### src/hdl/ppu_pkg.sv
// Shared constants, enums and packed structs of the background renderer
package ppu_pkg;

	// ----------------------------
	// Sizes
	// ----------------------------

	// VRAM is 4 KiB organised as 32-bit words
	localparam int VRAM_WORDS = 1024;
	localparam int VRAM_AW    = 10;

	// Background coordinates wrap at 128 pixels (16 tiles of 8 pixels)
	localparam int COORD_W    = 7;

	// Layer slots reserved in the register map
	localparam int MAX_LAYERS = 4;

	// ----------------------------
	// Enums
	// ----------------------------

	typedef enum logic [0:0] {
		PIX_4BPP = 1'b0,
		PIX_8BPP = 1'b1
	} pix_mode_e;

	// AXI response codes used by the register slave
	typedef enum logic [1:0] {
		RESP_OKAY   = 2'b00,
		RESP_SLVERR = 2'b10
	} axi_resp_e;

	// ----------------------------
	// Structs
	// ----------------------------

	typedef struct packed {
		logic               en;
		pix_mode_e          mode;
		logic [COORD_W-1:0] scroll_x;
		logic [COORD_W-1:0] scroll_y;
		logic [3:0]         map_base;   // 256-byte units
		logic [5:0]         set_base;   // 64-byte units
	} layer_cfg_t;

	typedef struct packed {
		logic               vld;
		logic [VRAM_AW-1:0] addr;
	} fetch_req_t;

	typedef struct packed {
		logic        vld;
		logic [31:0] data;
	} fetch_rsp_t;

	typedef struct packed {
		logic               vld;
		logic [VRAM_AW-1:0] addr;
		logic [31:0]        data;
		logic [3:0]         strb;
	} vram_wr_t;

	// Layer value equal to the layer count marks the backdrop
	typedef struct packed {
		logic [7:0] index;
		logic [1:0] layer;
	} pixel_t;

endpackage
### src/hdl/ppu_compositor.sv
// Compositor that joins the layer pixel streams and keeps the visible index
`timescale 1ns/1ps

module ppu_compositor #(
	parameter int NUM_LAYERS = 2
) (
	input  logic [NUM_LAYERS-1:0] layer_en,
	input  logic [7:0]            backdrop,
	input  logic [NUM_LAYERS-1:0] pix_vld,
	input  logic [7:0]            pix_index [NUM_LAYERS],
	output logic                  pix_rdy,
	input  logic                  out_rdy,
	output logic                  out_vld,
	output ppu_pkg::pixel_t       out_pixel
);

	// A disabled layer never holds the output back, so with all layers off
	// the backdrop streams out at once
	assign out_vld = &(pix_vld | ~layer_en);

	// Every enabled layer is popped on the same transfer
	assign pix_rdy = out_vld && out_rdy;

	// Walk from the back so the lowest-numbered opaque layer ends on top.
	// Index 0 is transparent.
	always_comb begin
		out_pixel.index = backdrop;
		out_pixel.layer = 2'(NUM_LAYERS);
		for (int i = NUM_LAYERS - 1; i >= 0; i--) begin
			if (layer_en[i] && pix_index[i] != 8'd0) begin
				out_pixel.index = pix_index[i];
				out_pixel.layer = 2'(i);
			end
		end
	end

endmodule

### config.mk
export PLATFORM = sky130hd
export DESIGN_NAME = ppu_compositor
export DESIGN_NICKNAME = d
export VERILOG_FILES = /design/src/hdl/ppu_pkg.sv /design/src/hdl/ppu_compositor.sv
export SDC_FILE = /design/constraint.sdc
export NUM_CORES = 1
export LEC_CHECK = 0
export BUFFER_PORTS_ARGS = -buffer_cell sky130_fd_sc_hd__buf_2
export CORE_AREA = 2 2 39 41
export DETAILED_ROUTE_END_ITERATION = 16
export DIE_AREA = 0 0 41 43
export PLACE_DENSITY = 0.67
export SETUP_SLACK_MARGIN = 0.3
export SYNTH_ARGS = -nofsm -noshare
export SYNTH_HDL_FRONTEND = slang
export SYNTH_SLANG_ARGS = --single-unit
### constraint.sdc
create_clock -name vclk -period 1.8
set_input_delay 0 -clock vclk [all_inputs]
set_output_delay 0 -clock vclk [all_outputs]
set_load 0.05 [all_outputs]
==> summary.txt <==
Timing
  – Measured slew at the worst slew-check pin: 0.285 ns
  – Final hold vios: 0
  – Max-slew violations: 0
  – Fmax achieved: 0.686 GHz
  – Period utilisation layout: 0.810
  – Slew HR: 0.810
  – TNS Setup: 0 ns
  – # setup viols final: 0
  – Hold WS: 0.382 ns
  – RSZ-0062 raised after global routing: false
  – Tmin final: 1.46 ns

Finish
  – Diode count: 0
  – Sequential Area: 0 um2
  – Final sequential cell count: 0
  – P&R area growth vs syn: 77.1%
  – Commonest non-fill, non-tap cell in the layout: buf_2
  – Commonest non-fill, non-tap cells in the layout: 33 x buf_2, 8 x or4b_2, 8 x mux2i_1, 8 x o21ai_0, 7 x mux2_2
  – Nets@finish: 118
  – Layout cells sized above 1: 0.724
  – Clkbuf count: 0

Yosys
  – Post-Syn Nets: 74
  – Sequential fraction of the synthesis area: 0
  – Multiplexer area fraction after synthesis: 0.444
  – Syn Area/Cell: 8.51 um2
  – Cell variety after synth: 13
  – Mapped Area: 383 um2
  – Compound-cell area share of the yosys netlist: 0.180
  – Post-Syn Instances: 45
  – Synth warn: 0
  – Synth Area in XOR/XNOR: 0
  – Post-Synth Simple-Gate Area: 0.346
  – Largest family of logic cells by synthesized area: multiplexers
  – Adder-Cell Fraction of Synth Area: 0

Setup path
  – Crit path launch type: primary input
  – WP data arrival: 1.46 ns
  – Crit path to: out_pixel[5]
  – Critical path peak fanout: 5
  – Critical Path End Type: output pin
  – Crit path launch: pix_index[12]
  – Data required time of the critical path: 1.80 ns
  – Crit path kind: in -> out

Routing
  – DR WL met2: 654 um
  – DR top layer: met3
  – WL final: 1.24 mm
  – Met3 WL: 97 um
  – DR pass1 iterations: 4
  – DRC: 0
  – WL per Instance: 12.0 um
  – 1st-iter DRT viols: 4
  – Met1 Wirelength: 486 um
  – Vias: 545
  – Vias per cell: 5.29
  – ANT nets after route: 0

Placement
  – Post-DP HPWL: 988 um
  – IO Port Bufs: 41
  – GPL Wtd Cong: 0.738

Global routing
  – Vias in the first global route: 452
  – Pin count of the biggest net entering global routing: 11
  – First-pass GRT wire length: 1.82 mm
  – Initial antenna violation count: 0
  – GRT Overall Usage: 0.136
  – Grt total ovfl: 0

Job
  – Max_cap viols: 0

Power
  – Clock network fraction of total power: 0
  – Int Power: 0.0938 mW
  – Max VDD drop: 0.202 mV
  – Power density over the cells: 343 mW/mm2
  – Pleak: 0.318 nW
  – Flop pwr share: 0
  – Sw Pwr: 0.139 mW
  – Sw Share: 0.597
  – Combinational fraction of design power: 1.000

Outcome
  – Status: finished clean

Min path
  – Min-Delay Startpoint: pix_index[13]
  – Worst Hold Class: in -> out

Die
  – Die area: 0.00176 mm2
  – Initial Util: 0.277
  – Die W: 41 um
  – # rows: 14
  – # IOs: 41
  – Core region area: 0.00138 mm2
  – Die H: 43 um
==> cells by family (layout without fill, tap and decap cells) <==
| family | after synthesis | in the layout |
|---|---|---|
| AOI/OAI and AO/OA | 11 | 12 |
| muxes | 16 | 16 |
| and+or+nand+nor | 15 | 15 |
| buffers and inverters | 3 | 44 |
==> Yosys cell counts <==
| master | instances | area, um2 |
|---|---|---|
| o21ai_0 | 9 | 45.0 |
| mux2i_1 | 8 | 80.1 |
| or4b_2 | 8 | 80.1 |
| mux2_2 | 7 | 78.8 |
| or4_1 | 3 | 22.5 |
| and2_1 | 2 | 12.5 |
| inv_1 | 2 | 7.51 |
| a22oi_1 | 1 | 7.51 |
| clkbuf_1 | 1 | 3.75 |
| mux2_1 | 1 | 11.3 |
| nor2b_1 | 1 | 6.26 |
| o21ai_4 | 1 | 16.3 |
| or4_4 | 1 | 11.3 |
==> power by group through the flow <==
stage	Combinational (mW)	Clock (mW)	Sequential (mW)
after floorplan	0.140	0	0
final	0.233	0	0
after global placement	0.206	0	0
after global routing	0.248	0	0
after CTS	0.212	0	0
after detailed placement	0.208	0	0
==> per-layer routing <==
layer  vias to the layer above  global-route usage
met3                         0                   0
met2                        20               0.228
met4                         0                   0
met1                       252               0.199
met5                         -                   0
li1                        273                   -
==> stage by stage <==
step / worst slack [ns] / instance area [um2] / total power [mW] / utilization / cells
after floorplan: 0.428 / 390 / 0.140 / - / 45
after global placement: 0.260 / 612 / 0.206 / 0.442 / 101
after detailed placement: 0.240 / 612 / 0.208 / 0.442 / 101
after CTS: 0.309 / 632 / 0.212 / 0.457 / 102
after global routing: 0.298 / 678 / 0.248 / 0.490 / 103
final: 0.343 / 678 / 0.233 / 0.490 / 103
==> worst min path at each step <==
| stage | cells past startpoint | slack, ns | endpoint |
|---|---|---|---|
| final | 3 | 0.38 | out_pixel[7] |
| after global routing | 3 | 0.39 | out_pixel[7] |
| after CTS | 4 | 0.41 | out_vld |
| after detailed placement | 4 | 0.41 | out_vld |
| after global placement | 4 | 0.40 | out_vld |
| after floorplan | 1 | 0.19 | out_vld |
==> critical path, stage by stage <==
cell and delay (ns):
buf_2 0.11, or4_4 0.57, o21ai_4 0.24, mux2_1 0.35, buf_4 0.19
==> repair_timing <==
action | CTS | global route
hold buffers | 0 | 0
endpoints found under the setup margin | 8 | 9
pin swaps | 1 | 2
setup buffers | 0 | 1
gates cloned | 1 | 0
endpoints found under the hold margin | 0 | 0
resized for setup | 2 | 22
==> final cells by class <==
type / instances / area (um2)
Fill cell: 135 / 706
Inverter: 2 / 7.51
Multi-Input combinational cell: 43 / 399
Tap cell: 16 / 20.0
Timing Repair Buffer: 42 / 251
No activity file was read; power rests on OpenSTA's default activity.
