`config.mk`:
```
export PLATFORM = sky130hd
export DESIGN_NAME = ppu_background
export DESIGN_NICKNAME = d
export VERILOG_FILES = /design/src/hdl/ppu_pkg.sv /design/src/hdl/ppu_background.sv
export SDC_FILE = /design/constraint.sdc
export NUM_CORES = 1
export LEC_CHECK = 0
export BUFFER_PORTS_ARGS = -buffer_cell sky130_fd_sc_hd__buf_4
export CAP_MARGIN = 15
export CORE_MARGIN = 2
export CORE_UTILIZATION = 49
export CTS_CLUSTER_SIZE = 16
export DETAILED_ROUTE_END_ITERATION = 6
export PLACE_DENSITY = 0.87
export SYNTH_ARGS = -nofsm -noshare
export SYNTH_HDL_FRONTEND = slang
export SYNTH_SLANG_ARGS = --single-unit
```
`constraint.sdc`:
```
create_clock -name clk -period 1.9 [get_ports clk]
set_input_delay 0.285 -clock clk [delete_from_list [all_inputs] [get_ports clk]]
set_output_delay 0.285 -clock clk [all_outputs]
set_load 0.01 [all_outputs]
```
`src/hdl/ppu_pkg.sv`:
```
// Shared constants, enums and packed structs of the background renderer
package ppu_pkg;

	// ----------------------------
	// Sizes
	// ----------------------------

	// VRAM is 4 KiB organised as 32-bit words
	localparam int VRAM_WORDS = 1024;
	localparam int VRAM_AW    = 10;

	// Background coordinates wrap at 128 pixels (16 tiles of 8 pixels)
	localparam int COORD_W    = 7;

	// Layer slots reserved in the register map
	localparam int MAX_LAYERS = 4;

	// ----------------------------
	// Enums
	// ----------------------------

	typedef enum logic [0:0] {
		PIX_4BPP = 1'b0,
		PIX_8BPP = 1'b1
	} pix_mode_e;

	// AXI response codes used by the register slave
	typedef enum logic [1:0] {
		RESP_OKAY   = 2'b00,
		RESP_SLVERR = 2'b10
	} axi_resp_e;

	// ----------------------------
	// Structs
	// ----------------------------

	typedef struct packed {
		logic               en;
		pix_mode_e          mode;
		logic [COORD_W-1:0] scroll_x;
		logic [COORD_W-1:0] scroll_y;
		logic [3:0]         map_base;   // 256-byte units
		logic [5:0]         set_base;   // 64-byte units
	} layer_cfg_t;

	typedef struct packed {
		logic               vld;
		logic [VRAM_AW-1:0] addr;
	} fetch_req_t;

	typedef struct packed {
		logic        vld;
		logic [31:0] data;
	} fetch_rsp_t;

	typedef struct packed {
		logic               vld;
		logic [VRAM_AW-1:0] addr;
		logic [31:0]        data;
		logic [3:0]         strb;
	} vram_wr_t;

	// Layer value equal to the layer count marks the backdrop
	typedef struct packed {
		logic [7:0] index;
		logic [1:0] layer;
	} pixel_t;

endpackage
```
`src/hdl/ppu_background.sv`:
```
// Background layer engine with tile entry fetch, tile row fetch and pixel shift-out
`timescale 1ns/1ps

module ppu_background (
	input  logic                        clk,
	input  logic                        rst_n,
	input  logic                        enable,
	input  ppu_pkg::layer_cfg_t         cfg,
	input  logic                        line_start,
	input  logic [ppu_pkg::COORD_W-1:0] beam_y,
	output ppu_pkg::fetch_req_t         req,
	input  logic                        grant,
	input  ppu_pkg::fetch_rsp_t         rsp,
	output logic                        pix_vld,
	input  logic                        pix_rdy,
	output logic [7:0]                  pix_index
);

	logic [ppu_pkg::COORD_W-1:0] u;
	logic [ppu_pkg::COORD_W-1:0] v;
	logic                        tile_full_q;
	logic [7:0]                  tile_q;
	logic                        buf_full_q;
	logic [31:0]                 buf_q;
	logic                        held_q;
	logic [ppu_pkg::VRAM_AW-1:0] held_addr_q;
	logic                        stale_q;
	logic                        drop_q;
	logic                        inflight_q;
	logic                        want;
	logic                        rsp_ok;
	logic                        pop;
	logic                        word_end;
	logic                        mode_8bpp;
	logic [11:0]                 map_byte;
	logic [11:0]                 row_byte;
	logic [ppu_pkg::VRAM_AW-1:0] calc_addr;

	assign mode_8bpp = (cfg.mode == ppu_pkg::PIX_8BPP);

	// ----------------------------
	// Address generation
	// ----------------------------

	// Map entry is one byte per tile, 16 entries per map row
	assign map_byte = {cfg.map_base, v[6:3], u[6:3]};

	// An 8bpp row is 8 bytes over two words, a 4bpp row is one whole word
	assign row_byte = mode_8bpp
		? {cfg.set_base, 6'd0} + {tile_q[5:0], 6'd0} + {6'd0, v[2:0], u[2:0]}
		: {cfg.set_base, 6'd0} + {tile_q[6:0], 5'd0} + {7'd0, v[2:0], u[2:1]};

	// The tile entry has to be known before its row can be fetched
	assign calc_addr = tile_full_q ? row_byte[11:2] : map_byte[11:2];

	// ----------------------------
	// Fetch handshake
	// ----------------------------

	// No new fetch while a granted one has yet to answer
	assign want = enable && cfg.en && !inflight_q && (!tile_full_q || !buf_full_q);

	// An ungranted request is frozen until the arbiter takes it, even across
	// a line start
	assign req.vld  = held_q || want;
	assign req.addr = held_q ? held_addr_q : calc_addr;

	always_ff @(posedge clk or negedge rst_n) begin
		if (!rst_n) begin
			held_q     <= 1'b0;
			stale_q    <= 1'b0;
			drop_q     <= 1'b0;
			inflight_q <= 1'b0;
		end else begin
			held_q     <= req.vld && !grant;
			inflight_q <= req.vld && grant;
			// Answers to fetches issued before the flush are thrown away
			drop_q     <= req.vld && grant && (stale_q || line_start);
			if (line_start && req.vld && !grant)
				stale_q <= 1'b1;
			else if (grant)
				stale_q <= 1'b0;
		end
	end

	always_ff @(posedge clk) begin
		if (req.vld && !grant)
			held_addr_q <= req.addr;
	end

	assign rsp_ok = rsp.vld && !drop_q;

	// ----------------------------
	// Coordinates and buffers
	// ----------------------------

	assign pop      = pix_vld && pix_rdy;
	assign word_end = mode_8bpp ? (u[1:0] == 2'd3) : (u[2:0] == 3'd7);

	always_ff @(posedge clk or negedge rst_n) begin
		if (!rst_n) begin
			u           <= '0;
			v           <= '0;
			tile_full_q <= 1'b0;
			buf_full_q  <= 1'b0;
		end else if (line_start) begin
			u           <= cfg.scroll_x;
			v           <= beam_y + cfg.scroll_y;
			tile_full_q <= 1'b0;
			buf_full_q  <= 1'b0;
		end else begin
			// The tile register always fills first, so the kind of answer
			// follows from which one is empty
			if (rsp_ok && !tile_full_q)
				tile_full_q <= 1'b1;
			else if (rsp_ok)
				buf_full_q <= 1'b1;
			if (pop) begin
				u <= u + 1'b1;
				if (word_end)
					buf_full_q <= 1'b0;
				if (u[2:0] == 3'd7)
					tile_full_q <= 1'b0;
			end
		end
	end

	always_ff @(posedge clk) begin
		if (rsp_ok && !tile_full_q)
			tile_q <= rsp.data[{u[4:3], 3'b000} +: 8];
		if (rsp_ok && tile_full_q)
			buf_q <= rsp.data;
	end

	// Low bits of u select the pixel, little-endian and low nibble first
	assign pix_vld   = buf_full_q;
	assign pix_index = mode_8bpp ? buf_q[{u[1:0], 3'b000} +: 8]
		: {4'd0, buf_q[{u[2:0], 2'b00} +: 4]};

endmodule

```
==> impl_metrics.ini <==
[run_status]
status = complete, but fails checks
violations = negative setup slack

[critical_path]
path_class = register to primary output
endpoint_kind = primary output
crit_chain = ha_4, inv_2, fa_2, nand2b_4, a21oi_2, xor2_1, mux2i_1, o21ai_2, buf_4
crit_required_ns = 1.62
cp_data_arrival_time_ns = 2.16
critPathLaunchType = register
cp_slowest_cell = edfxtp_1
critPathMaxStageDelay_ns = 0.43
cp_max_fo = 3

[cts]
cts_tree = yes
clkLatencyLatePin_ns = 0.34
cts_root_buf = clkbuf_8
clockBufferDepth = 2
cts_buffers = 9
clk_pin_slew_ns = 0.08
htreeDepth = 3
cts.sinks = 69

[min_path]
hp-class = input port to register

[synth]
synth_common_cells = edfxtp_1, nand2_1, o21ai_0
yosysTopAreaCell = edfxtp_1
yosys_warnings = 0
seq_area_frac_synth_pct = 49.3
async_flop_share_pct = 29.0
synth_most_common_cell = edfxtp_1
synth_top_cell_area_share_pct = 36.8
synth_ff_type = edfxtp_1
ys_seq_elements = 69
synth_fp_nets = 399
syn_area_mm2 = 0.00400
synth-edff-count = 49
netlist-cell-type-count = 44
synth.avg_cell_area_um2 = 13.1
synthCells = 306
synth_top_cells_by_area = edfxtp_1, dfrtp_1, mux4_2

[global_routing]
grt_pass1_vias = 3147
antenna_found_initial = 0
grt_pass1_wl_um = 14900
grt_max_degree = 34
grt.total_usage_pct = 22.0
overflow = 0

[finish]
fin_area_mm2 = 0.00528
fin_util_pct = 67.6
finalNonFillerCells = 535
area.growth.synth_to_final_pct = 32.1
fin_nets = 521
n_antenna_cell = 0
drive_gt1_share_pct = 43.2

[placed_design]
place.gp.congestion = 0.868
hpwl_um = 6850
portBuffers = 91
dpl_cell_area_mm2 = 0.00490
numPlacedInstances = 502

[timing]
finClkSkew_ns = 0.00595
clock.fmax_ghz = 0.409
report.final.hold_viol_count = 0
post-route-period-util_pct = 129
final.min_clock_period_ns = 2.44
rsz0062_at_grt = yes
worst_pin_slew_ns = 0.511
fin_setup_tns_ns = -3.83
slew_headroom_pct = 65.9
setup_slack_ns = -0.544
finalSetupViolCount = 16
slew_violations = 0

[floorplanning]
die_area_mm2 = 0.00890
fp.coreArea_mm2 = 0.00781
fp.dieH_um = 94.3
initial_utilization_pct = 51.2
die_w_um = 94.3
num_rows = 32
ios = 92

[drt]
dr.pass1.iters = 4
drt-total-wl_um = 9020
drt_iter0_markers = 144
num_vias = 2931
drc = 0
antenna_left = 0
post_drt_via_cell_ratio = 5.48
wire_per_inst_um = 16.9

[pwr]
max-vdd-ir-drop_mv = 0.615
power_density_mw_per_mm2 = 778
p_leak_nw = 2.22

[job]
max_cap_viol_count = 0
==> metrics by stage <==
stage | setup WS (ns) | power, W | hold WS, ns
2_1_floorplan | -0.00182 | 0.00246 | -0.0106
3_3_place_gp | -0.179 | 0.00286 | 0.176
3_5_place_dp | -0.266 | 0.00291 | 0.177
4_1_cts | -0.541 | 0.00409 | 0.101
5_1_grt | -0.685 | 0.00432 | 0.0949
6_report | -0.544 | 0.00411 | 0.113
==> placed cells by master (no fill, tap or decap), drive strengths merged, types with 12 or more instances in the layout <==
master and count:
buf 126, edfxtp 49, o21ai 27, nand2 26, mux4 23, dfrtp 20
ha 18, mux2i 16, a21oi 15, nor2 12
==> flip-flops by register name (all words and copies together), names as in the netlist <==
register     cells
buf_q           32
drop_q           1
held_addr_q     10
held_q           1
inflight_q       1
pix_vld          1
stale_q          1
tile_full_q      1
tile_q           7
u                7
v                7
==> path summary, 6_finish.rpt <==
| kind | end | cells after the start | startpoint | slack [ns] |
|---|---|---|---|---|
| setup / recovery | req[8] | 9 | tile_q[1] | -0.54 |
| hold / removal | stale_q | 2 | grant | 0.11 |
| setup reg to reg | held_addr_q[6] | 10 | tile_q[0] | -0.09 |
| hold reg to reg | drop_q | 1 | stale_q | 0.49 |
| max in group asynchronous | tile_full_q | 2 | rst_n | 1.32 |
| min in group asynchronous | u[4] | 2 | rst_n | 0.35 |
==> critical path, delay by kind of cell, from the launching register on <==
family | cells | cell delay [ns]
flops | 1 | 0.43
mux | 1 | 0.09
fa+ha+maj | 2 | 0.52
compound gates | 2 | 0.31
xor+xnor | 1 | 0.14
buf+inv | 2 | 0.17
simple gates | 1 | 0.15
==> power breakdown <==
part           total (W)  internal (W)  switching, W
Sequential       0.00184       0.00176     0.0000804
Combinational    0.00118      0.000666      0.000515
Clock            0.00109      0.000491      0.000601
Total            0.00411       0.00291       0.00120
==> layout make-up <==
cell class / count / area [µm²]
fill: 565 / 2530
sequential: 69 / 1980
multi-input combinational: 213 / 1930
timing repair buffer: 128 / 1040
tap: 102 / 128
clock buffer: 9 / 124
clock inverter: 7 / 57.6
inverter: 7 / 26.3
==> timing repair <==
item	CTS	global route
gates cloned	1	0
resized for setup	27	12
hold buffers	1	0
endpoints found under the hold margin	20	0
pin swaps	6	12
buffers inserted	11	5
endpoints found under the setup margin	20	23
==> cell families after synthesis <==
logic type                 count (synthesis)  share of synthesized area, %
DFF                                       69                          49.3
buffers and inverters                     24                          3.19
xor gates and xnor gates                  17                          3.72
adders and majority gates                 21                          7.14
muxes                                     44                          19.1
AOI/OAI and AO/OA                         58                          8.61
and+or+nand+nor                           73                          8.89
==> layer usage <==
| layer | track usage (%) | wire length (µm) | vias up | part of all wire [%] |
|---|---|---|---|---|
| li1 | - | - | 1410 | - |
| met1 | 25.9 | 3530 | 1400 | 39 |
| met4 | 5.80 | 138 | 0 | 1.5 |
| met2 | 40.4 | 4820 | 104 | 53 |
| met5 | 0 | 0 | - | 0 |
| met3 | 5.06 | 532 | 17 | 5.9 |
Note: power is estimated with default switching activity, not from simulation.
