### src/hdl/ppu_pkg.sv
// Shared constants, enums and packed structs of the background renderer
package ppu_pkg;

	// ----------------------------
	// Sizes
	// ----------------------------

	// VRAM is 4 KiB organised as 32-bit words
	localparam int VRAM_WORDS = 1024;
	localparam int VRAM_AW    = 10;

	// Background coordinates wrap at 128 pixels (16 tiles of 8 pixels)
	localparam int COORD_W    = 7;

	// Layer slots reserved in the register map
	localparam int MAX_LAYERS = 4;

	// ----------------------------
	// Enums
	// ----------------------------

	typedef enum logic [0:0] {
		PIX_4BPP = 1'b0,
		PIX_8BPP = 1'b1
	} pix_mode_e;

	// AXI response codes used by the register slave
	typedef enum logic [1:0] {
		RESP_OKAY   = 2'b00,
		RESP_SLVERR = 2'b10
	} axi_resp_e;

	// ----------------------------
	// Structs
	// ----------------------------

	typedef struct packed {
		logic               en;
		pix_mode_e          mode;
		logic [COORD_W-1:0] scroll_x;
		logic [COORD_W-1:0] scroll_y;
		logic [3:0]         map_base;   // 256-byte units
		logic [5:0]         set_base;   // 64-byte units
	} layer_cfg_t;

	typedef struct packed {
		logic               vld;
		logic [VRAM_AW-1:0] addr;
	} fetch_req_t;

	typedef struct packed {
		logic        vld;
		logic [31:0] data;
	} fetch_rsp_t;

	typedef struct packed {
		logic               vld;
		logic [VRAM_AW-1:0] addr;
		logic [31:0]        data;
		logic [3:0]         strb;
	} vram_wr_t;

	// Layer value equal to the layer count marks the backdrop
	typedef struct packed {
		logic [7:0] index;
		logic [1:0] layer;
	} pixel_t;

endpackage
### src/hdl/ppu_regs.sv
// AXI4-Lite register slave with control, backdrop, layer registers and VRAM write window
`timescale 1ns/1ps

module ppu_regs #(
	parameter int NUM_LAYERS = 2
) (
	input  logic                clk,
	input  logic                rst_n,
	input  logic                awvalid,
	output logic                awready,
	input  logic [12:0]         awaddr,
	input  logic                wvalid,
	output logic                wready,
	input  logic [31:0]         wdata,
	input  logic [3:0]          wstrb,
	output logic                bvalid,
	input  logic                bready,
	output logic [1:0]          bresp,
	input  logic                arvalid,
	output logic                arready,
	input  logic [12:0]         araddr,
	output logic                rvalid,
	input  logic                rready,
	output logic [31:0]         rdata,
	output logic [1:0]          rresp,
	output logic                enable,
	output logic [7:0]          backdrop,
	output ppu_pkg::layer_cfg_t layer_cfg [NUM_LAYERS],
	output ppu_pkg::vram_wr_t   vram_wr
);

	// Only the layer slots that exist in the register map are decoded
	localparam int LAYERS = (NUM_LAYERS < ppu_pkg::MAX_LAYERS) ? NUM_LAYERS : ppu_pkg::MAX_LAYERS;

	logic                        aw_hs;
	logic                        ar_hs;
	logic                        enable_q;
	logic [7:0]                  backdrop_q;
	ppu_pkg::layer_cfg_t         cfg_q [NUM_LAYERS];
	logic                        wr_vld_q;
	logic [ppu_pkg::VRAM_AW-1:0] wr_addr_q;
	logic [31:0]                 wr_data_q;
	logic [3:0]                  wr_strb_q;
	logic [31:0]                 rd_word;
	logic [31:0]                 rdata_q;
	ppu_pkg::axi_resp_e          rresp_q;

	// ----------------------------
	// Write channel
	// ----------------------------

	// Address and data are taken together, and only with no response outstanding
	assign aw_hs   = awvalid && wvalid && !bvalid;
	assign awready = aw_hs;
	assign wready  = aw_hs;
	assign bresp   = ppu_pkg::RESP_OKAY;

	always_ff @(posedge clk or negedge rst_n) begin
		if (!rst_n) begin
			bvalid   <= 1'b0;
			wr_vld_q <= 1'b0;
		end else begin
			if (aw_hs)
				bvalid <= 1'b1;
			else if (bready)
				bvalid <= 1'b0;
			// VRAM window writes leave as a single-cycle pulse
			wr_vld_q <= aw_hs && awaddr[12];
		end
	end

	always_ff @(posedge clk) begin
		if (aw_hs) begin
			wr_addr_q <= awaddr[11:2];
			wr_data_q <= wdata;
			wr_strb_q <= wstrb;
		end
	end

	assign vram_wr = '{vld: wr_vld_q, addr: wr_addr_q, data: wr_data_q, strb: wr_strb_q};

	// ----------------------------
	// Register file
	// ----------------------------

	always_ff @(posedge clk or negedge rst_n) begin
		if (!rst_n) begin
			enable_q   <= 1'b0;
			backdrop_q <= '0;
			for (int n = 0; n < NUM_LAYERS; n++)
				cfg_q[n] <= '0;
		end else if (aw_hs && !awaddr[12]) begin
			// Slot 0 holds CTRL and BACKDROP
			if (awaddr[11:4] == 8'd0 && wstrb[0]) begin
				if (awaddr[3:2] == 2'd0)
					enable_q <= wdata[0];
				if (awaddr[3:2] == 2'd1)
					backdrop_q <= wdata[7:0];
			end
			// Slot n+1 holds the four registers of layer n
			for (int n = 0; n < LAYERS; n++) begin
				if (awaddr[11:4] == 8'(n + 1)) begin
					case (awaddr[3:2])
						2'd0: if (wstrb[0]) begin
							cfg_q[n].en   <= wdata[0];
							cfg_q[n].mode <= ppu_pkg::pix_mode_e'(wdata[1]);
						end
						2'd1: begin
							if (wstrb[0])
								cfg_q[n].scroll_x <= wdata[6:0];
							if (wstrb[2])
								cfg_q[n].scroll_y <= wdata[22:16];
						end
						2'd2: if (wstrb[0]) cfg_q[n].map_base <= wdata[3:0];
						default: if (wstrb[0]) cfg_q[n].set_base <= wdata[5:0];
					endcase
				end
			end
		end
	end

	assign enable    = enable_q;
	assign backdrop  = backdrop_q;
	assign layer_cfg = cfg_q;

	// ----------------------------
	// Read channel
	// ----------------------------

	// Unused bits and unmapped offsets read as zero
	always_comb begin
		rd_word = '0;
		if (araddr[11:4] == 8'd0) begin
			if (araddr[3:2] == 2'd0)
				rd_word[0] = enable_q;
			if (araddr[3:2] == 2'd1)
				rd_word[7:0] = backdrop_q;
		end
		for (int n = 0; n < LAYERS; n++) begin
			if (araddr[11:4] == 8'(n + 1)) begin
				case (araddr[3:2])
					2'd0: rd_word[1:0] = {cfg_q[n].mode, cfg_q[n].en};
					2'd1: begin
						rd_word[6:0]   = cfg_q[n].scroll_x;
						rd_word[22:16] = cfg_q[n].scroll_y;
					end
					2'd2: rd_word[3:0] = cfg_q[n].map_base;
					default: rd_word[5:0] = cfg_q[n].set_base;
				endcase
			end
		end
	end

	assign arready = !rvalid;
	assign ar_hs   = arvalid && arready;

	always_ff @(posedge clk or negedge rst_n) begin
		if (!rst_n)
			rvalid <= 1'b0;
		else if (ar_hs)
			rvalid <= 1'b1;
		else if (rready)
			rvalid <= 1'b0;
	end

	// The VRAM window cannot be read back
	always_ff @(posedge clk) begin
		if (ar_hs) begin
			rdata_q <= araddr[12] ? 32'd0 : rd_word;
			rresp_q <= araddr[12] ? ppu_pkg::RESP_SLVERR : ppu_pkg::RESP_OKAY;
		end
	end

	assign rdata = rdata_q;
	assign rresp = rresp_q;

endmodule

### config.mk
export PLATFORM = sky130hd
export DESIGN_NAME = ppu_regs
export DESIGN_NICKNAME = d
export VERILOG_FILES = /design/src/hdl/ppu_pkg.sv /design/src/hdl/ppu_regs.sv
export SDC_FILE = /design/constraint.sdc
export NUM_CORES = 1
export LEC_CHECK = 0
export ABC_CLOCK_PERIOD_IN_PS = 7710
export BUFFER_PORTS_ARGS = -buffer_cell sky130_fd_sc_hd__buf_2
export CAP_MARGIN = 25
export CORE_ASPECT_RATIO = 0.75
export CORE_MARGIN = 10
export CORE_UTILIZATION = 52
export CTS_CLUSTER_DIAMETER = 120
export CTS_CLUSTER_SIZE = 20
export DETAILED_ROUTE_END_ITERATION = 6
export HOLD_SLACK_MARGIN = 0.12
export PLACE_DENSITY = 0.94
export SLEW_MARGIN = 20
export SYNTH_ARGS = -nofsm -noshare
export SYNTH_HDL_FRONTEND = slang
export SYNTH_SLANG_ARGS = --single-unit
export TNS_END_PERCENT = 30
### constraint.sdc
create_clock -name clk -period 7.71 [get_ports clk]
set_input_delay 0 -clock clk [delete_from_list [all_inputs] [get_ports clk]]
set_output_delay 0 -clock clk [all_outputs]
set_load 0.02 [all_outputs]
==> reports/metrics.cfg, run 1 <==
[status]
status=completed

[critical_path]
regToRegSetupSlack_ns=5.18
crit_required_ns=7.99
timing.setup.critical_path_class=reg2reg
cp_max_fo=51
crit_arrival_ns=2.81
end_kind=register
worst_setup_path_start_kind=register

[worst_hold_path]
hp-class=in2reg

[routing]
wirelength_um=16700
drt_iter0_markers=525
drc=0
dr.pass1.iters=6
routed_via_density=5.43
wl_per_cell_um=22.7
num_vias=4006
postRouteAntennaNets=0

[clocking]
ctsHtreeMaxLevel=4
clock_latency_ns=0.40
cts_tree=done
cts_buffers=17
cts_hold_buf=54
postCtsSetupBuffers=0
path_clk_slew_ns=0.06
clockBufferDepth=2
cts-root-buf=clkbuf_16
post_cts_resized=0
cts.sinks=126

[global_route]
grt_start_max_net_pins=65
first_global_vias=4318
grtUsageTotal=0.227
grt_overflow=0
grt_pass1_wl_um=25100
grt_antenna_before_repair=1

[timing]
timing.hold.ws_ns=0.144
rsz0062_at_grt=false
max_freq_mhz=395
finalHoldViolations=0
slew_headroom=0.317
setup_viol=0
period_share=0.328
report.final.slew_viol_count=0
fin_skew_ns=0.00949
setup_tns_ns=0
worst_pin_slew_ns=1.02
fin_crit_ns=2.53

[power]
total_leakage_power_nw=3.55
vdd_drop_max_mv=0.172
sw_frac_of_total=0.226
pwr-share-comb=0.084
p_int_mw=1.32
power_mw=1.71
p_seq_frac=0.432
switchingPower_mw=0.387
power_density_nw_per_um2=231
p_clk_frac=0.483

[yosys]
synth_top_area_cell=edfxtp_1
synthDistinctLibCells=42
async_flop_share=0.508
ys_ff_latch=126
syn_area_um2=5200
synth_flop_cell=dfrtp_1
yosys-top-cells-area=edfxtp_1 36%, dfrtp_1 31%, mux2_2 15%, buf_4 3.2%, a22oi_1 1.7%
synth_top_area_share=0.358
syn_area_per_cell_um2=15.4
ys_seq_area_frac=0.665
synth_edf_count=62
yosys_warnings=0
postSynthCellCount=339

[floorplanning]
fp.dieH_um=107
core_um2=9700
die-area_um2=14500
start_util=0.537
die_x_um=136
pin_count=218
rows=31

[layout]
layout-drive-gt1-share=0.506
nNetsFinal=661
nFillCells=585
area_delta_synth_final_pct=41.7

[job]
drv_cap=0

[placed_design]
hpwl_um=11600
place.gp.congestion=0.855
port_buffers=193

registers in the layout, indices dropped and copies added (netlist names):
| signal | count |
|---|---|
| layer_cfg | 52 |
| wr_data_q | 32 |
| rdata | 15 |
| wr_addr_q | 10 |
| backdrop | 8 |
| wr_strb_q | 4 |
| bvalid | 1 |
| enable | 1 |
| rresp | 1 |
| rvalid | 1 |
| wr_vld_q | 1 |
metal layers:
layer  global-route usage  wire length, um
met1                0.255             6270
met4               0.0859              408
met5                    0                0
met3               0.0784             1640
met2                0.393             8420
metrics by stage:
stage                     setup WS, ns   util  cell area, um^2  std cells
final                             5.18  0.761             7380        738
after global routing              4.99  0.761             7380        738
after CTS                         4.93  0.760             7370        737
after detailed placement          4.96  0.640             6210        651
after global placement            5.06  0.640             6210        651
after floorplan                   4.83      -             5280        358
synth_stat cells, drive strengths merged (5+ instances only):
cell type,instances
nand3,7
nand2,9
nor2,15
clkbuf,8
a22oi,12
mux2,71
nor4,6
mux2i,7
dfrtp,64
buf,25
edfxtp,62
inv,5
power groups by stage:
stage          logic, mW  registers, mW  clock network, mW
3_5_place_dp       0.120          0.749                  0
5_1_grt            0.154          0.738              0.863
3_3_place_gp       0.116          0.748                  0
6_report           0.144          0.738              0.825
4_1_cts            0.143          0.736              0.833
2_1_floorplan     0.0453          0.771                  0
worst paths after layout:
kind / end / from / cells after the start
setup reg to reg: layer_cfg[40]$_DFFE_PN0P_ / bvalid$_DFFE_PN0P_ / 4
hold / removal: rdata[6]$_SDFFCE_PP0P_ / araddr[7] / 4
hold reg to reg: layer_cfg[8]$_DFFE_PN0P_ / layer_cfg[8]$_DFFE_PN0P_ / 1
min in group asynchronous: backdrop[4]$_DFFE_PN0P_ / rst_n / 3
max in group asynchronous: layer_cfg[18]$_DFFE_PN0P_ / rst_n / 3
setup / recovery: layer_cfg[40]$_DFFE_PN0P_ / bvalid$_DFFE_PN0P_ / 4
cells in the final DEF (no fill, tap or decap), types with 2 or more instances in the layout:
cell / Yosys / final
nor4_2: 2 / 2
bufinv_16: 0 / 4
conb_1: 1 / 20
clkinv_2: 0 / 2
or4_4: 2 / 2
clkinv_4: 0 / 4
a22oi_1: 12 / 12
nor3_1: 3 / 3
edfxtp_1: 62 / 62
nor2b_1: 4 / 3
dlygate4sd3_1: 0 / 54
nand2_1: 8 / 8
nand4_1: 4 / 4
nor4_1: 2 / 2
o21a_1: 2 / 2
and2_1: 3 / 3
clkbuf_16: 0 / 17
nor2_1: 14 / 14
nand3_1: 7 / 7
a211oi_1: 4 / 4
inv_1: 5 / 4
mux2_2: 71 / 71
dfrtp_1: 64 / 64
clkinvlp_4: 0 / 4
o22ai_1: 3 / 3
mux2i_1: 7 / 7
nor4_4: 2 / 2
a32oi_1: 2 / 2
nand2b_1: 2 / 2
a21oi_1: 4 / 4
nor4b_1: 3 / 3
buf_2: 1 / 193
worst max-delay path, stage by stage (launching register included):
cell and delay, ns:
dfrtp_1 0.40, nand3b_4 0.23, clkinv_2 0.70, nand4_1 0.68, mux2_2 0.39
layout make-up:
cell class              count  area [um^2]  share of cell area
diodes                      1         2.50            0.000339
clock buffers              18          429              0.0582
clock inverters            14          194              0.0263
inverters                   5         20.0             0.00271
multi-input cells         194         1590               0.215
flip-flops and latches    126         3460               0.469
well taps                 132          165              0.0224
repair buffers            248         1510               0.205
cells by family after synthesis:
kind of cell / Yosys count / share of synthesized area
AO/OA/AOI/OAI: 32 / 0.0440
buffers and inverters: 38 / 0.0435
flip-flops: 126 / 0.665
multiplexers: 78 / 0.167
other: 1 / 0.000720
AND/OR/NAND/NOR: 64 / 0.0793
No activity file was read; power rests on OpenSTA's default activity.
==> inputs of run 2 (changes only) <==
ABC_CLOCK_PERIOD_IN_PS = 2040   (was 7710)
CORE_UTILIZATION = 43   (was 52)
PLACE_DENSITY = 0.84   (was 0.94)
clock period = 2.04 ns   (was 7.71 ns; I/O delays follow)
==> reports/metrics.cfg, run 2 (synthesis results as in run 1) <==
[floorplanning]
die-area_um2=17000
core_um2=11700
start_util=0.445
rows=34
pin_count=218
fp.dieH_um=115
die_x_um=147

[timing]
worst_pin_slew_ns=0.827
setup_tns_ns=0
fin_skew_ns=0.00742
rsz0062_at_grt=false
report.final.slew_viol_count=0
slew_headroom=0.447
fin_ws_ns=0.0910
finalHoldViolations=0
setup_viol=0
fin_crit_ns=1.95
period_share=0.955
max_freq_mhz=513

[placed_design]
hpwl_um=11800
place_area_um2=6380
port_buffers=193
dp_slack_ns=0.248
place.gp.congestion=0.780

[global_route]
grt_start_max_net_pins=49
grt_pass1_wl_um=24300
grt_antenna_before_repair=0
first_global_vias=4174
grtUsageTotal=0.186
grt_overflow=0

[power]
vdd_drop_max_mv=0.527
power_density_nw_per_um2=851
power_mw=6.41
total_leakage_power_nw=3.61

[routing]
drt_iter0_markers=242
routed_via_density=5.02
postRouteAntennaNets=0
wirelength_um=16400
num_vias=3917
dr.pass1.iters=4
wl_per_cell_um=21.0
drc=0

[critical_path]
max_stage_delay_ns=0.55
timing.setup.critical_path_class=in2reg
crit_arrival_ns=2.24
crit_buf_inv=2
r2r-end=backdrop[6]$_DFFE_PN0P_
cp_max_fo=5
crit_chain=dlygate4sd3_1 -> buf_2 -> nand2b_1 -> nor3b_1 -> nand3_1 -> mux2_2
end_kind=register
critPathTopFamily=simple AND/OR/NAND/NOR gates
worst-r2r-cell-count=5
regToRegSetupSlack_ns=0.23
crit_required_ns=2.33
cpMaxStageDelayCell=dlygate4sd3_1
r2r_start=bvalid$_DFFE_PN0P_
worst_setup_path_start_kind=input pin

[worst_hold_path]
hp-class=in2reg
min_from=araddr[6]
min_path_cells=4
min_to=rdata[6]$_SDFFCE_PP0P_

[clocking]
ctsHtreeMaxLevel=4
cts_tree=done
clock_latency_ns=0.41
cts.sinks=126
cts-root-buf=clkbuf_16
clockBufferDepth=2
cts_buffers=17
path_clk_slew_ns=0.06

[layout]
layout-drive-gt1-share=0.523
final_common_cell=buf_2
nNetsFinal=674
n_antenna_cell=0
finish.utilization=0.643
layout_common_cells=193 x buf_2, 71 x mux2_2, 63 x dfrtp_1, 62 x edfxtp_1, 53 x dlygate4sd3_1
seq_area_um2=3460
area_delta_synth_final_pct=44.6
nFillCells=866
finalInstanceArea_um2=7530
multi_input_area_um2=1590
largest_register_ffs=52

[job]
drv_cap=0

[status]
status=completed

## run 2: changes by cell type in the layout (fill, tap and decap cells not counted), sizes merged
cell / change
inv: +1
clkbuf: +1
dlygate4sd3: -1
diode: -1
clkinv: -1
bufinv: -1
buf: +14
## run 2: worst max-delay path by stage
stage | startpoint | end | cells after the start
final | awaddr[12] | layer_cfg[8]$_DFFE_PN0P_ | 6
after global routing | awaddr[12] | layer_cfg[6]$_DFFE_PN0P_ | 6
after CTS | awaddr[12] | layer_cfg[3]$_DFFE_PN0P_ | 6
after detailed placement | bvalid$_DFFE_PN0P_ | backdrop[0]$_DFFE_PN0P_ | 5
after global placement | bvalid$_DFFE_PN0P_ | backdrop[3]$_DFFE_PN0P_ | 5
after floorplan | bvalid$_DFFE_PN0P_ | layer_cfg[10]$_DFFE_PN0P_ | 4
## run 2: through the flow
stage               hold slack, ns  std cells
finish                       0.133        780
floorplan                   -0.296        358
global placement           -0.0234        695
CTS                          0.139        780
detailed placement        -0.00570        695
global route                 0.150        780
## run 2: final cells by class
cell class	instances	area share
clock inverter	13	0.0221
sequential	126	0.460
tap	162	0.0269
multi-input combinational	194	0.212
clock buffer	19	0.0588
timing repair buffer	261	0.217
inverter	5	0.00299
## run 2: what timing repair did
action                                  in CTS  in global routing
setup buffers                                0                  0
gates resized for setup                      0                  1
hold buffers                                53                  0
endpoints found under the hold margin      175                  0
endpoints found under the setup margin       0                  1
## run 2: worst register-to-register path: stages, from the launching register on
cell and delay, ns:
dfrtp_2 0.42, nand3b_4 0.24, nor4_2 0.34, nand4_1 0.17, buf_4 0.24, mux2_2 0.28
## run 2: where the power goes
group / internal [mW] / switching (mW)
sequential: 2.76 / 0.0219
combinational: 0.207 / 0.356
clock: 1.96 / 1.11
total: 4.92 / 1.49
## run 2: routing by layer
layer,routed length (um),vias up,GRT usage
met5,0,-,0
met4,244,0,0.0613
met3,1430,26,0.0770
met2,8150,182,0.316
met1,6540,1939,0.210
li1,-,1770,-
==> inputs of run 3 (changes only) <==
BUFFER_PORTS_ARGS = -buffer_cell sky130_fd_sc_hd__buf_4   (was -buffer_cell sky130_fd_sc_hd__buf_2)
==> reports/metrics.cfg, run 3 (synthesis results as in run 1) <==
[routing]
dr.pass1.iters=5
postRouteAntennaNets=0
wirelength_um=16900
drc=0
drt_iter0_markers=220
wl_per_cell_um=21.6
routed_via_density=4.96
num_vias=3881

[clocking]
cts-root-buf=clkbuf_16
cts_buffers=17
ctsHtreeMaxLevel=4
postCtsSetupBuffers=0
cts.sinks=126
clock_latency_ns=0.40
path_clk_slew_ns=0.06
cts_tree=done
clockBufferDepth=2

[critical_path]
cpMaxStageDelayCell=dlygate4sd3_1
timing.setup.critical_path_class=in2reg
crit_arrival_ns=2.30
crit_chain=dlygate4sd3_1 -> buf_4 -> nand2b_1 -> nor3b_1 -> nand3_1 -> mux2_2
cp_max_fo=5
critPathTopFamily=simple AND/OR/NAND/NOR gates
r2r_start=bvalid$_DFFE_PN0P_
regToRegSetupSlack_ns=0.27
worst_setup_path_start_kind=input pin
worst-r2r-cell-count=5
max_stage_delay_ns=0.57
r2r-end=backdrop[4]$_DFFE_PN0P_
crit_required_ns=2.33
end_kind=register
crit_buf_inv=2

[layout]
layout-drive-gt1-share=0.513
largest_register_ffs=52
n_antenna_cell=0
layout_common_cells=202 x buf_4, 71 x mux2_2, 63 x dfrtp_1, 62 x edfxtp_1, 59 x dlygate4sd3_1
nFillCells=810
finish.utilization=0.685
area_delta_synth_final_pct=54.0
nNetsFinal=676
finalNonFillerCells=782
final_common_cell=buf_4

[timing]
fin_crit_ns=2.01
setup_viol=0
worst_pin_slew_ns=0.840
report.final.slew_viol_count=0
setup_tns_ns=0
fin_ws_ns=0.0305
max_freq_mhz=498
finalHoldViolations=0
rsz0062_at_grt=false
slew_headroom=0.440
fin_skew_ns=0.0103
period_share=0.985

[global_route]
grt_start_max_net_pins=65
grt_pass1_wl_um=25500
first_global_vias=4248
grtUsageTotal=0.195
grt_overflow=0
grt_antenna_before_repair=0

[floorplanning]
fp.dieH_um=115
rows=34
start_util=0.445
pin_count=218
core_um2=11700
die_x_um=147
die-area_um2=17000

[placed_design]
dp_slack_ns=0.267
port_buffers=193
hpwl_um=11900
place.gp.congestion=0.793
dp_cells=690

[worst_hold_path]
min_from=wvalid
hp-class=in2reg
min_path_cells=3
min_to=wr_data_q[7]$_DFFE_PP_

[job]
drv_cap=0

[power]
total_leakage_power_nw=3.71
vdd_drop_max_mv=0.603
power_density_nw_per_um2=796

[status]
status=completed

run 3: report_power, final:
| group | total, mW | internal, mW | switching [mW] |
|---|---|---|---|
| clock network | 2.95 | 1.91 | 1.04 |
| logic | 0.645 | 0.280 | 0.365 |
| registers | 2.78 | 2.76 | 0.0257 |
| total | 6.38 | 4.94 | 1.43 |
run 3: worst register-to-register path: stages, from the launching register on:
cell      delay (ns)
dfrtp_2         0.41
nand3b_4        0.24
nor4_2          0.35
nand4_1         0.14
buf_4           0.23
mux2_2          0.29
run 3: worst max path at each step:
stage / start / end / slack (ns) / cells past startpoint
global placement: bvalid$_DFFE_PN0P_ / backdrop[3]$_DFFE_PN0P_ / 0.31 / 5
detailed placement: bvalid$_DFFE_PN0P_ / backdrop[5]$_DFFE_PN0P_ / 0.27 / 5
floorplan: bvalid$_DFFE_PN0P_ / layer_cfg[10]$_DFFE_PN0P_ / -0.29 / 4
finish: awaddr[12] / layer_cfg[8]$_DFFE_PN0P_ / 0.03 / 6
CTS: layer_cfg[23]$_DFFE_PN0P_ / rdata[6]$_SDFFCE_PP0P_ / 0.03 / 4
global route: awaddr[12] / layer_cfg[9]$_DFFE_PN0P_ / 0.02 / 6
run 3: layout make-up:
class                           instances  area (um^2)  share of cell area
Timing Repair Buffer                  263         2140               0.267
Tap cell                              162          203              0.0253
Sequential cell                       126         3460               0.432
Multi-Input combinational cell        194         1600               0.200
Clock inverter                         12          145              0.0181
Inverter                                5         22.5             0.00281
Clock buffer                           20          437              0.0545
run 3: stage by stage:
step / area (um^2) / total power, mW / hold WS (ns)
after global routing: 8010 / 6.61 / 0.146
after global placement: 6820 / 3.36 / 0.147
after CTS: 8000 / 6.42 / 0.135
after detailed placement: 6820 / 3.37 / 0.163
after floorplan: 5280 / 3.09 / -0.296
final: 8010 / 6.38 / 0.155
run 3: timing repair:
action / 4_1_cts / 5_1_grt
endpoints found under the hold margin: 180 / 0
endpoints found under the setup margin: 0 / 8
hold buffers: 60 / 0
gates resized for setup: 0 / 5
run 3: per-layer routing:
metal / global-route usage / vias to the layer above / share of wire
met2: 0.335 / 185 / 0.50
met5: 0 / - / 0
li1: - / 1782 / -
met4: 0.0547 / 0 / 0.013
met3: 0.0715 / 18 / 0.075
met1: 0.227 / 1896 / 0.41
